<file path="src/source/uce_params.svh">
`ifndef UCE_PARAMS_SVH
`define UCE_PARAMS_SVH

// address and block geometry
`define UCE_PADDR_WIDTH 32
`define UCE_BLOCK_WIDTH 256
`define UCE_FILL_WIDTH 64
`define UCE_DWORD_WIDTH 64
`define UCE_SETS 16
`define UCE_ASSOC 4

// memory commands that may be in flight
`define UCE_MAX_CREDITS 4

// derived values
`define UCE_BEATS (`UCE_BLOCK_WIDTH / `UCE_FILL_WIDTH)
`define UCE_BEAT_CNT_WIDTH ($clog2(`UCE_BEATS))
`define UCE_BLOCK_OFFSET_WIDTH ($clog2(`UCE_BLOCK_WIDTH / 8))
`define UCE_FILL_OFFSET_WIDTH ($clog2(`UCE_FILL_WIDTH / 8))
`define UCE_INDEX_WIDTH ($clog2(`UCE_SETS))
`define UCE_WAY_WIDTH ($clog2(`UCE_ASSOC))
`define UCE_TAG_WIDTH (`UCE_PADDR_WIDTH - `UCE_INDEX_WIDTH - `UCE_BLOCK_OFFSET_WIDTH)
`define UCE_CREDIT_WIDTH ($clog2(`UCE_MAX_CREDITS + 1))

`endif

</file>
<file path="src/source/uce_pkg.sv">
`default_nettype none

`include "uce_params.svh"

package uce_pkg;

  // cache side request
  typedef enum logic [1:0]
  {
    e_miss_load,
    e_uc_load,
    e_uc_store
  } cache_req_type_e;

  typedef enum logic [1:0]
  {
    e_size_1,
    e_size_2,
    e_size_4,
    e_size_8
  } req_size_e;

  typedef struct packed
  {
    cache_req_type_e               msg_type;
    logic [`UCE_PADDR_WIDTH-1:0]   addr;
    req_size_e                     size;
    logic [`UCE_WAY_WIDTH-1:0]     way;
    logic [`UCE_DWORD_WIDTH-1:0]   data;
  } cache_req_s;

  // memory command and response share one layout
  typedef enum logic [1:0]
  {
    e_mem_rd,
    e_mem_uc_rd,
    e_mem_uc_wr
  } mem_msg_type_e;

  typedef struct packed
  {
    mem_msg_type_e                 msg_type;
    logic [`UCE_PADDR_WIDTH-1:0]   addr;
    req_size_e                     size;
    logic [`UCE_WAY_WIDTH-1:0]     way;
    logic [`UCE_FILL_WIDTH-1:0]    data;
  } mem_msg_s;

  typedef enum logic
  {
    e_coh_i,
    e_coh_m
  } coh_state_e;

  typedef enum logic
  {
    e_tag_clear,
    e_tag_set
  } tag_mem_opcode_e;

  typedef struct packed
  {
    tag_mem_opcode_e               opcode;
    logic [`UCE_INDEX_WIDTH-1:0]   index;
    logic [`UCE_WAY_WIDTH-1:0]     way;
    logic [`UCE_TAG_WIDTH-1:0]     tag;
    coh_state_e                    state;
  } tag_mem_pkt_s;

  typedef enum logic
  {
    e_data_write,
    e_data_uncached
  } data_mem_opcode_e;

  // fill_index is one-hot over the beats of a block
  typedef struct packed
  {
    data_mem_opcode_e              opcode;
    logic [`UCE_INDEX_WIDTH-1:0]   index;
    logic [`UCE_WAY_WIDTH-1:0]     way;
    logic [`UCE_BEATS-1:0]         fill_index;
    logic [`UCE_FILL_WIDTH-1:0]    data;
  } data_mem_pkt_s;

endpackage

`default_nettype wire

</file>
<file path="src/source/uce_credit_counter.sv">
`timescale 1ns/1ps
`default_nettype none

`include "uce_params.svh"

module uce_credit_counter
  (input  logic   clk_i
   , input  logic reset_i
   , input  logic cmd_sent_i
   , input  logic resp_taken_i
   , output logic credits_full_o
   , output logic credits_empty_o
   );

  localparam logic [`UCE_CREDIT_WIDTH-1:0] max_credits_lp = `UCE_MAX_CREDITS;

  logic [`UCE_CREDIT_WIDTH-1:0] count_r;

  // a send and a return in the same cycle leave the count alone
  always_ff @(posedge clk_i)
  begin
    if (reset_i)
      count_r <= '0;
    else if (cmd_sent_i && !resp_taken_i)
      count_r <= count_r + 1'b1;
    else if (!cmd_sent_i && resp_taken_i)
      count_r <= count_r - 1'b1;
  end

  assign credits_full_o  = (count_r == max_credits_lp);
  assign credits_empty_o = (count_r == '0);

  // the command stage must stop issuing once every credit is out
  assert property (@(posedge clk_i) disable iff (reset_i)
    credits_full_o |-> !(cmd_sent_i && !resp_taken_i))
    else $error("credit counter overflow");

  // memory never answers a command that was not sent
  assert property (@(posedge clk_i) disable iff (reset_i)
    credits_empty_o |-> !resp_taken_i)
    else $error("credit counter underflow");

endmodule

`default_nettype wire

</file>
<file path="src/source/uce_cmd_stage.sv">
`timescale 1ns/1ps
`default_nettype none

`include "uce_params.svh"

module uce_cmd_stage
  (input  logic                  clk_i
   , input  logic                reset_i

   , input  uce_pkg::cache_req_s cache_req_i
   , input  logic                cache_req_v_i
   , output logic                cache_req_yumi_o
   , output logic                cache_req_busy_o

   , output uce_pkg::mem_msg_s   mem_cmd_o
   , output logic                mem_cmd_v_o
   , input  logic                mem_cmd_ready_i

   , input  logic                sweep_done_i
   , input  logic                credits_full_i
   , input  logic                req_complete_i
   );

  typedef enum logic [1:0]
  {
    e_ready,
    e_send,
    e_wait
  } state_e;

  state_e state_r, state_n;

  uce_pkg::cache_req_s req_r;
  logic [`UCE_BEAT_CNT_WIDTH-1:0] beat_cnt_r;
  logic [`UCE_BEAT_CNT_WIDTH-1:0] crit_beat;
  logic is_ready;
  logic new_is_store;
  logic req_is_miss;
  logic last_beat;
  logic beat_up;

  assign is_ready     = (state_r == e_ready);
  assign new_is_store = (cache_req_i.msg_type == uce_pkg::e_uc_store);
  assign req_is_miss  = (req_r.msg_type == uce_pkg::e_miss_load);

  // the beat before the critical one closes the wrap
  assign crit_beat = req_r.addr[`UCE_BLOCK_OFFSET_WIDTH-1 -: `UCE_BEAT_CNT_WIDTH];
  assign last_beat = (beat_cnt_r + 1'b1 == crit_beat);

  assign cache_req_busy_o = !sweep_done_i || credits_full_i || !is_ready;
  assign cache_req_yumi_o = cache_req_v_i && !cache_req_busy_o && mem_cmd_ready_i;

  always_comb
  begin
    mem_cmd_o   = '0;
    mem_cmd_v_o = 1'b0;
    beat_up     = 1'b0;
    state_n     = state_r;

    unique case (state_r)
      e_ready:
      begin
        // stores go straight out with the accept
        if (new_is_store)
        begin
          mem_cmd_o.msg_type = uce_pkg::e_mem_uc_wr;
          mem_cmd_o.addr     = cache_req_i.addr;
          mem_cmd_o.size     = cache_req_i.size;
          mem_cmd_o.way      = cache_req_i.way;
          mem_cmd_o.data[`UCE_DWORD_WIDTH-1:0] = cache_req_i.data;
          mem_cmd_v_o        = cache_req_yumi_o;
        end
        else if (cache_req_yumi_o)
          state_n = e_send;
      end
      e_send:
      begin
        mem_cmd_o.way = req_r.way;
        mem_cmd_v_o   = mem_cmd_ready_i && !credits_full_i;
        if (req_is_miss)
        begin
          mem_cmd_o.msg_type = uce_pkg::e_mem_rd;
          mem_cmd_o.addr     = {req_r.addr[`UCE_PADDR_WIDTH-1:`UCE_BLOCK_OFFSET_WIDTH],
                                beat_cnt_r, {`UCE_FILL_OFFSET_WIDTH{1'b0}}};
          mem_cmd_o.size     = uce_pkg::e_size_8;
          beat_up            = mem_cmd_v_o;
          if (mem_cmd_v_o && last_beat)
            state_n = e_wait;
        end
        else
        begin
          mem_cmd_o.msg_type = uce_pkg::e_mem_uc_rd;
          mem_cmd_o.addr     = req_r.addr;
          mem_cmd_o.size     = req_r.size;
          if (mem_cmd_v_o)
            state_n = e_wait;
        end
      end
      e_wait:
      begin
        if (req_complete_i)
          state_n = e_ready;
      end
      default:
      begin
        state_n = e_ready;
      end
    endcase
  end

  always_ff @(posedge clk_i)
  begin
    if (reset_i)
    begin
      state_r    <= e_ready;
      beat_cnt_r <= '0;
    end
    else
    begin
      state_r <= state_n;
      // start at the critical beat of the new request
      if (cache_req_yumi_o)
        beat_cnt_r <= cache_req_i.addr[`UCE_BLOCK_OFFSET_WIDTH-1 -: `UCE_BEAT_CNT_WIDTH];
      else if (beat_up)
        beat_cnt_r <= beat_cnt_r + 1'b1;
    end
  end

  always_ff @(posedge clk_i)
  begin
    if (cache_req_yumi_o && !new_is_store)
      req_r <= cache_req_i;
  end

  // the fill stage only completes a load or miss that is held here
  assert property (@(posedge clk_i) disable iff (reset_i)
    is_ready |-> !req_complete_i)
    else $error("completion with no request held");

  // every beat of a miss went out once the stage waits
  assert property (@(posedge clk_i) disable iff (reset_i)
    (state_r == e_wait) && req_is_miss |-> beat_cnt_r == crit_beat)
    else $error("miss left beats unsent");

endmodule

`default_nettype wire

</file>
<file path="src/source/uce_fill_stage.sv">
`timescale 1ns/1ps
`default_nettype none

`include "uce_params.svh"

module uce_fill_stage
  (input  logic                     clk_i
   , input  logic                   reset_i

   , input  uce_pkg::mem_msg_s      mem_resp_i
   , input  logic                   mem_resp_v_i
   , output logic                   mem_resp_yumi_o

   , output uce_pkg::tag_mem_pkt_s  tag_mem_pkt_o
   , output logic                   tag_mem_pkt_v_o
   , input  logic                   tag_mem_pkt_yumi_i

   , output uce_pkg::data_mem_pkt_s data_mem_pkt_o
   , output logic                   data_mem_pkt_v_o
   , input  logic                   data_mem_pkt_yumi_i

   , output logic                   sweep_done_o
   , output logic                   req_complete_o
   );

  logic sweep_done_r;
  logic [`UCE_INDEX_WIDTH-1:0] sweep_idx_r;
  logic [`UCE_BEAT_CNT_WIDTH-1:0] fill_cnt_r;
  logic tag_sent_r;
  logic data_sent_r;
  logic rd_v;
  logic uc_rd_v;
  logic uc_wr_v;
  logic tag_taken;
  logic data_taken;
  logic rd_ack;
  logic [`UCE_BEAT_CNT_WIDTH-1:0] resp_beat;
  logic [`UCE_INDEX_WIDTH-1:0] resp_index;

  // responses wait until the sweep has finished
  assign rd_v    = sweep_done_r && mem_resp_v_i && (mem_resp_i.msg_type == uce_pkg::e_mem_rd);
  assign uc_rd_v = sweep_done_r && mem_resp_v_i && (mem_resp_i.msg_type == uce_pkg::e_mem_uc_rd);
  assign uc_wr_v = sweep_done_r && mem_resp_v_i && (mem_resp_i.msg_type == uce_pkg::e_mem_uc_wr);

  assign resp_beat  = mem_resp_i.addr[`UCE_BLOCK_OFFSET_WIDTH-1 -: `UCE_BEAT_CNT_WIDTH];
  assign resp_index = mem_resp_i.addr[`UCE_BLOCK_OFFSET_WIDTH +: `UCE_INDEX_WIDTH];

  // tag and data of a beat may be taken in different cycles
  assign tag_taken  = tag_sent_r || tag_mem_pkt_yumi_i;
  assign data_taken = data_sent_r || data_mem_pkt_yumi_i;
  assign rd_ack     = rd_v && tag_taken && data_taken;

  assign tag_mem_pkt_v_o  = !sweep_done_r || (rd_v && !tag_sent_r);
  assign data_mem_pkt_v_o = (rd_v && !data_sent_r) || uc_rd_v;
  assign mem_resp_yumi_o  = rd_ack || (uc_rd_v && data_mem_pkt_yumi_i) || uc_wr_v;
  assign req_complete_o   = (rd_ack && (&fill_cnt_r)) || (uc_rd_v && data_mem_pkt_yumi_i);
  assign sweep_done_o     = sweep_done_r;

  always_comb
  begin
    tag_mem_pkt_o = '0;
    if (!sweep_done_r)
    begin
      tag_mem_pkt_o.opcode = uce_pkg::e_tag_clear;
      tag_mem_pkt_o.index  = sweep_idx_r;
      tag_mem_pkt_o.state  = uce_pkg::e_coh_i;
    end
    else
    begin
      // fill straight into M, nothing else shares the block
      tag_mem_pkt_o.opcode = uce_pkg::e_tag_set;
      tag_mem_pkt_o.index  = resp_index;
      tag_mem_pkt_o.way    = mem_resp_i.way;
      tag_mem_pkt_o.tag    = mem_resp_i.addr[`UCE_PADDR_WIDTH-1 -: `UCE_TAG_WIDTH];
      tag_mem_pkt_o.state  = uce_pkg::e_coh_m;
    end
  end

  always_comb
  begin
    data_mem_pkt_o       = '0;
    data_mem_pkt_o.index = resp_index;
    data_mem_pkt_o.way   = mem_resp_i.way;
    if (uc_rd_v)
    begin
      data_mem_pkt_o.opcode = uce_pkg::e_data_uncached;
      data_mem_pkt_o.data   = {(`UCE_FILL_WIDTH / `UCE_DWORD_WIDTH)
                               {mem_resp_i.data[`UCE_DWORD_WIDTH-1:0]}};
    end
    else
    begin
      data_mem_pkt_o.opcode                = uce_pkg::e_data_write;
      data_mem_pkt_o.fill_index[resp_beat] = 1'b1;
      data_mem_pkt_o.data                  = mem_resp_i.data;
    end
  end

  always_ff @(posedge clk_i)
  begin
    if (reset_i)
    begin
      sweep_done_r <= 1'b0;
      sweep_idx_r  <= '0;
      fill_cnt_r   <= '0;
      tag_sent_r   <= 1'b0;
      data_sent_r  <= 1'b0;
    end
    else
    begin
      if (!sweep_done_r && tag_mem_pkt_yumi_i)
      begin
        sweep_idx_r  <= sweep_idx_r + 1'b1;
        sweep_done_r <= &sweep_idx_r;
      end
      if (rd_ack)
      begin
        tag_sent_r  <= 1'b0;
        data_sent_r <= 1'b0;
        fill_cnt_r  <= fill_cnt_r + 1'b1;
      end
      else
      begin
        if (rd_v && tag_mem_pkt_yumi_i)
          tag_sent_r <= 1'b1;
        if (rd_v && data_mem_pkt_yumi_i)
          data_sent_r <= 1'b1;
      end
    end
  end

  // nothing is sent to memory before the sweep ends
  assert property (@(posedge clk_i) disable iff (reset_i)
    !sweep_done_r |-> !mem_resp_v_i)
    else $error("memory response during sweep");

  // a new request needs a fresh command before it can complete
  assert property (@(posedge clk_i) disable iff (reset_i)
    req_complete_o |=> !req_complete_o)
    else $error("back to back completion");

endmodule

`default_nettype wire

</file>
<file path="src/source/uce_top.sv">
`timescale 1ns/1ps
`default_nettype none

`include "uce_params.svh"

module uce_top
  (input  logic                     clk_i
   , input  logic                   reset_i

   , input  uce_pkg::cache_req_s    cache_req_i
   , input  logic                   cache_req_v_i
   , output logic                   cache_req_yumi_o
   , output logic                   cache_req_busy_o
   , output logic                   cache_req_complete_o
   , output logic                   cache_req_credits_full_o
   , output logic                   cache_req_credits_empty_o

   , output uce_pkg::tag_mem_pkt_s  tag_mem_pkt_o
   , output logic                   tag_mem_pkt_v_o
   , input  logic                   tag_mem_pkt_yumi_i

   , output uce_pkg::data_mem_pkt_s data_mem_pkt_o
   , output logic                   data_mem_pkt_v_o
   , input  logic                   data_mem_pkt_yumi_i

   , output uce_pkg::mem_msg_s      mem_cmd_o
   , output logic                   mem_cmd_v_o
   , input  logic                   mem_cmd_ready_i

   , input  uce_pkg::mem_msg_s      mem_resp_i
   , input  logic                   mem_resp_v_i
   , output logic                   mem_resp_yumi_o
   );

  logic sweep_done;
  logic req_complete;

  uce_cmd_stage cmd_stage
    (.clk_i(clk_i)
     ,.reset_i(reset_i)
     ,.cache_req_i(cache_req_i)
     ,.cache_req_v_i(cache_req_v_i)
     ,.cache_req_yumi_o(cache_req_yumi_o)
     ,.cache_req_busy_o(cache_req_busy_o)
     ,.mem_cmd_o(mem_cmd_o)
     ,.mem_cmd_v_o(mem_cmd_v_o)
     ,.mem_cmd_ready_i(mem_cmd_ready_i)
     ,.sweep_done_i(sweep_done)
     ,.credits_full_i(cache_req_credits_full_o)
     ,.req_complete_i(req_complete)
     );

  uce_fill_stage fill_stage
    (.clk_i(clk_i)
     ,.reset_i(reset_i)
     ,.mem_resp_i(mem_resp_i)
     ,.mem_resp_v_i(mem_resp_v_i)
     ,.mem_resp_yumi_o(mem_resp_yumi_o)
     ,.tag_mem_pkt_o(tag_mem_pkt_o)
     ,.tag_mem_pkt_v_o(tag_mem_pkt_v_o)
     ,.tag_mem_pkt_yumi_i(tag_mem_pkt_yumi_i)
     ,.data_mem_pkt_o(data_mem_pkt_o)
     ,.data_mem_pkt_v_o(data_mem_pkt_v_o)
     ,.data_mem_pkt_yumi_i(data_mem_pkt_yumi_i)
     ,.sweep_done_o(sweep_done)
     ,.req_complete_o(req_complete)
     );

  // every valid command is a transfer, every yumi returns a credit
  uce_credit_counter credit_counter
    (.clk_i(clk_i)
     ,.reset_i(reset_i)
     ,.cmd_sent_i(mem_cmd_v_o)
     ,.resp_taken_i(mem_resp_yumi_o)
     ,.credits_full_o(cache_req_credits_full_o)
     ,.credits_empty_o(cache_req_credits_empty_o)
     );

  assign cache_req_complete_o = req_complete;

endmodule

`default_nettype wire

</file>
<file path="config.mk">
export PLATFORM = sky130hd
export DESIGN_NAME = uce_top
export DESIGN_NICKNAME = d
export VERILOG_FILES = /design/src/source/uce_pkg.sv /design/src/source/uce_credit_counter.sv /design/src/source/uce_cmd_stage.sv /design/src/source/uce_fill_stage.sv /design/src/source/uce_top.sv
export VERILOG_INCLUDE_DIRS = /design/src /design/src/source
export SDC_FILE = /design/constraint.sdc
export NUM_CORES = 1
export LEC_CHECK = 0
export BUFFER_PORTS_ARGS = -buffer_cell sky130_fd_sc_hd__clkbuf_2
export CORE_AREA = 2 2 165 167
export DETAILED_ROUTE_END_ITERATION = 8
export DIE_AREA = 0 0 167 169
export GPL_ROUTABILITY_DRIVEN = 0
export PLACE_DENSITY_LB_ADDON = 0.3
export SLEW_MARGIN = 20
export SYNTH_ARGS = -nofsm -noshare
export SYNTH_HDL_FRONTEND = slang
export SYNTH_SLANG_ARGS = --single-unit
</file>
<file path="constraint.sdc">
create_clock -name clk_i -period 2.6 [get_ports clk_i]
set_input_delay 0.26 -clock clk_i [delete_from_list [all_inputs] [get_ports clk_i]]
set_output_delay 0.26 -clock clk_i [all_outputs]
set_load 0.005 [all_outputs]
</file>
# Yosys cells after proc, flatten, opt, wreduce, memory -nomap -nowiden
# Index checks and enable logic that the tools add are counted.
# classes
addsub	5
n_lt_le_gt_ge	2
n_mux	26
eq_ne	12
reduce_logical	49
# ops
operator	n
2-to-1 mux 102 bit	1
case mux 38 bit (2 select lines)	1
2-to-1 mux 64 bit	1
2-to-1 mux 35 bit	1
2-to-1 mux 25 bit	1
logical AND 1 bit	21
2-to-1 mux 2 bit	8
zero test 1 bit	9
logical OR 1 bit	9
== test 2 bit (second input constant)	3
zero test 2 bit	3
2-to-1 mux 1 bit	6
2-to-1 mux 3 bit	2
case mux 2 bit (3 select lines)	1
2-to-1 mux 5 bit	1
AND reduction 5 bit	1
adder 2 x 1 -> 2 bit (second input constant)	2
adder 4 x 1 -> 4 bit (second input constant)	1
== test 2 x 1 -> 1 bit (second input constant)	2
2-to-1 mux 4 bit	1
inequality test 2 bit (second input constant)	2
AND reduction 4 bit	1
nonzero test 2 bit	2
adder 3 x 1 -> 3 bit (second input constant)	1
13 further kinds	13
# word_totals
ff_bits	54
out_inout_bits	217
inputBits	211
wordCells	106

# Logic depth before layout (Yosys ltp)
# depth
depth_word	12
depth_mapped	11
ltp_nobuf	10

# Modules after synthesis
# A second synthesis with hierarchy kept.
# unflattened
hier_cells	377
hier_area_um2	3716.1
# by_module_without_submodules
mod	n_inst	cells_per_inst	area_per_inst_um2	seq_area_each_um2
uce_cmd_stage	1	199	2278.4	1221.2
uce_fill_stage	1	161	1273.7	180.2
uce_credit_counter	1	17	163.9	60.1

# Least setup slack after synthesis
# No wires, ideal clock.
# synth_timing
path_kind	flip-flop to flip-flop
startpoint	register cmd_stage.state_r[1]
endpoint	register credit_counter.count_r[2]
path_stages_with_launch	12
period_less_slack_ns	2.377
setup_ns	0.070
path_buffers	2
t_arrival_ns	2.307
required_time_ns	2.530
setup_slack_ns	0.223
path_cell_list	dfxtp_1 and2b_1 buf_2 clkbuf_1 a21oi_1 nor2_1 ha_1 inv_1 fa_1 xor2_1 or3_1 a21oi_1
# synth_between
elab_chain_cells	11
word_cells_on_any_way	14
classes_between	eq/ne (1); mux (3); reduce/logical (10)
# synth_lines
item	line_no	rtl
start: declaration	uce_cmd_stage.sv:31	state_e state_r, state_n;
start signal: assignment	uce_cmd_stage.sv:115	state_r <= e_ready;
start signal: assignment	uce_cmd_stage.sv:120	state_r <= state_n;
zero test 2 bit	uce_cmd_stage.sv:42, uce_cmd_stage.sv:60	
zero test 1 bit	uce_cmd_stage.sv:50	assign cache_req_busy_o = !sweep_done_i || credits_full_i || !is_ready;
logical OR 1 bit	uce_cmd_stage.sv:50	
zero test 1 bit	uce_cmd_stage.sv:51	assign cache_req_yumi_o = cache_req_v_i && !cache_req_busy_o && mem_cmd_ready_i;
logical AND 1 bit (2 in series)	uce_cmd_stage.sv:51	
2-to-1 mux 1 bit	uce_cmd_stage.sv:64	if (new_is_store)
case mux 1 bit (2 select lines) *	uce_cmd_stage.sv:60	unique case (state_r)
via mem_cmd_v_o	uce_top.sv:27	, output logic mem_cmd_v_o
zero test 1 bit	uce_credit_counter.sv:26	else if (!cmd_sent_i && resp_taken_i)
logical AND 1 bit	uce_credit_counter.sv:26	
nonzero test 2 bit (no line)	--	
end signal: assignment	uce_credit_counter.sv:25	count_r <= count_r + 1'b1;
end signal: assignment	uce_credit_counter.sv:27	count_r <= count_r - 1'b1;
end: declaration	uce_credit_counter.sv:17	logic [`UCE_CREDIT_WIDTH-1:0] count_r;
# The timed path passes the listed nets; every way through them passes the cells marked *.
# A chain may end at the register's enable or synchronous reset.

# Worst setup path in the final report
# layout_timing
startpoint	register cmd_stage.state_r[0]
endpoint	register credit_counter.count_r[2]
# layout_between
elab_chain_cells	11
word_cells_on_any_way	14
classes_between	eq/ne (1); mux (3); reduce/logical (10)
# layout_lines
item	line_no
zero test 2 bit	uce_cmd_stage.sv:42, uce_cmd_stage.sv:60
zero test 1 bit	uce_cmd_stage.sv:50
logical OR 1 bit	uce_cmd_stage.sv:50
zero test 1 bit	uce_cmd_stage.sv:51
logical AND 1 bit (2 in series)	uce_cmd_stage.sv:51
2-to-1 mux 1 bit	uce_cmd_stage.sv:64
case mux 1 bit (2 select lines) *	uce_cmd_stage.sv:60
zero test 1 bit	uce_credit_counter.sv:26
logical AND 1 bit	uce_credit_counter.sv:26
nonzero test 2 bit (no line)	--
# Every way passes the cells marked *; elsewhere a longest branch is shown, timed or not.

==> impl_metrics.ini <==
[run_status]
status = finished clean

[setup_path]
path_class = reg2reg
crit_buf_inv = 1
critPathCaptureType = flip-flop
cp_slowest_cell = and4bb_2
slowest_delay_ns = 0.39
cp.arrival_ns = 2.57
cp-start-kind = flip-flop
cpMostUsedCell = a21oi_1
path_cells = and4bb_2, a21oi_1, nor2_1, ha_1, inv_1, fa_1, xor2_1, or3_1, a21oi_1
crit_path_max_fanout = 6
crit_required_ns = 2.83
cp_top_family = simple AND/OR/NAND/NOR gates

[floorplan]
rows = 60
dieArea_um2 = 28200
initial_core_util_pct = 13.8
die_h_um = 169
die_w_um = 167
io_pins = 428
core_area_um2 = 26500

[sta]
hold_viol = 0
whs_ns = 0.149
tightest_slew_ns = 0.565
finClkSkew_ns = 0.00892
max_freq_mhz = 428
finalSetupViolCount = 0
rsz0062_at_grt = no
timing.final.crit_share_pct = 89.9
min_period_ns = 2.34
maxSlewHeadroom_pct = 62.2
slew_violations = 0
tns_ns = 0

[detailed_routing]
dr.first_iter.drc_count = 94
dr.pass1.iters = 4
drtAntennaViolNets = 0
drc_errors = 0
vias = 3570
wl_per_cell_um = 16.2
routed_wl_mm = 15.2
via_per_inst = 3.81

[run]
maxCapViolations = 0

[cts]
cts_tree = built
holdBufCountCts = 0
postCtsResizedCells = 0
htreeDepth = 2
numClockSinks = 54
post-cts-setup-buffer-count = 0
cts-root-buf = clkbuf_16
cts_buffer_depth = 2
clock_latency_ns = 0.30
path_clk_slew_ns = 0.08
numCtsBuffers = 5

[logic_synthesis]
yosysWarnings = 0
synth_cells = 387
synth_edf_count = 38
ys_seq_area_share_pct = 39.8
synthDistinctLibCells = 37
ys_top_cells_by_area = edfxtp_1 (31%), buf_4 (15%), and3_1 (11%)
ys_ff_latch = 54
synthArstFlopShare_pct = 0
synth.avg_cell_area_um2 = 9.48
synth_common_cells = buf_4 (73), and3_1 (66), edfxtp_1 (38), a22o_1 (33), and2_1 (27)
synthesis.nets = 602
synthMostInstantiatedCell = buf_4
yosysTopAreaCellShare_pct = 31.1
synth_top_flop_cell = edfxtp_1
synth_area_um2 = 3670
synth_top_area_cell = edfxtp_1

[worst_hold_path]
hold_path_class = in2reg

[power_and_ir_drop]
ir_drop_v = 0.000356
powerDensity_nw_per_um2 = 393
p_leak_nw = 2.71

[grt]
grt_usage_pct = 10.0
grt_pass1_vias = 3487
antenna_found_initial = 2
grt_overflow_total = 0
grt_max_degree = 67
grt_pass1_wl_mm = 21.5

[cells_and_area]
nets = 808
fin_util_pct = 19.5
final_area_um2 = 5170
area_growth_pct = 40.9
drive_above_1_share_pct = 53.5

[placement]
port_buffers = 294
place_area_um2 = 4990
dp_hpwl_mm = 12.4
layout make-up:
type | count | area [um^2]
repair buffers | 301 | 1550
flip-flops and latches | 54 | 1460
fillers | 2969 | 21300
well taps | 341 | 427
multi-input cells | 227 | 1540
inverters | 4 | 15.0
clock buffers | 5 | 125
clock inverters | 3 | 42.5
diodes | 2 | 5.00
worst register-to-register path, stage by stage (launching register included):
cell and delay [ns]:
dfxtp_1 0.38, and4bb_2 0.39, a21oi_1 0.09, nor2_1 0.17, ha_1 0.22, inv_1 0.06, fa_1 0.37, xor2_1 0.17
or3_1 0.30, a21oi_1 0.13
flip-flops by register name, indices dropped and copies added, names as in the netlist:
signal	flops
cmd_stage.req_r	36
cmd_stage.crit_beat	2
fill_stage.sweep_idx_r	4
cmd_stage.state_r	2
cmd_stage.beat_cnt_r	2
fill_stage.fill_cnt_r	2
fill_stage.data_sent_r	1
fill_stage.tag_sent_r	1
fill_stage.sweep_done_o	1
credit_counter.count_r	3
stage by stage:
stage | cells | setup slack, ns | total power [mW]
floorplan | 387 | 0.223 | 1.13
global placement | 927 | 0.269 | 1.27
detailed placement | 927 | 0.295 | 1.27
CTS | 935 | 0.256 | 2.09
global route | 937 | 0.127 | 2.14
finish | 937 | 0.263 | 2.03
cell families (layout without fill, tap and decap cells):
kind of cell	Yosys count	after routing	synth area share, %
adders and majority gates	4	4	1.57
muxes	9	9	2.59
other	0	2	0
and+or+nand+nor	150	150	23.8
xor gates and xnor gates	7	7	1.67
AOI/OAI and AO/OA	57	57	11.9
buffers and inverters	106	313	18.5
DFF	54	54	39.8
final timing paths:
kind                            depth (start not counted)  slack [ns]                      from                   endpoint
worst min-delay path                                    1        0.15           cache_req_i[99]        cmd_stage.req_r[99]
worst min register to register                          2        0.51  fill_stage.fill_cnt_r[1]   fill_stage.fill_cnt_r[1]
worst max-delay path                                    9        0.26      cmd_stage.state_r[0]  credit_counter.count_r[2]
worst max register to register                          9        0.26      cmd_stage.state_r[0]  credit_counter.count_r[2]
cells in the final DEF (no fill, tap or decap), drive strengths merged, types with 2 or more instances in the layout:
master / synthesis / layout
and2: 27 / 27
a22o: 33 / 33
xnor2: 3 / 3
nand2: 11 / 11
nor2b: 4 / 4
nand2b: 2 / 2
nor2: 18 / 18
xor2: 4 / 4
dfxtp: 16 / 16
diode: 0 / 2
edfxtp: 38 / 38
o21ai: 9 / 9
or3b: 2 / 2
ha: 3 / 3
mux2: 4 / 4
and4bb: 2 / 2
clkbuf: 23 / 299
inv: 4 / 5
a21oi: 7 / 7
and3: 66 / 66
or3: 2 / 2
nand3: 7 / 7
buf: 79 / 7
mux2i: 5 / 5
o2bb2ai: 2 / 2
nor3: 5 / 5
metal layers:
layer  routed length (um)  global-route usage (%)  share of wire (%)
met3                 1640                    4.33                 11
met4                  352                    3.49                2.3
met2                 7940                    18.9                 52
met5                    0                       0                  0
met1                 5270                    9.77                 35
where the power goes:
group          internal, mW  leakage (nW)  switching, mW  total [mW]
clock                 0.456        0.0819          0.333       0.789
combinational         0.174          2.16          0.143       0.318
sequential            0.921         0.471        0.00385       0.925
total                  1.55          2.71          0.480        2.03
Note: power is estimated with default switching activity, not from simulation.
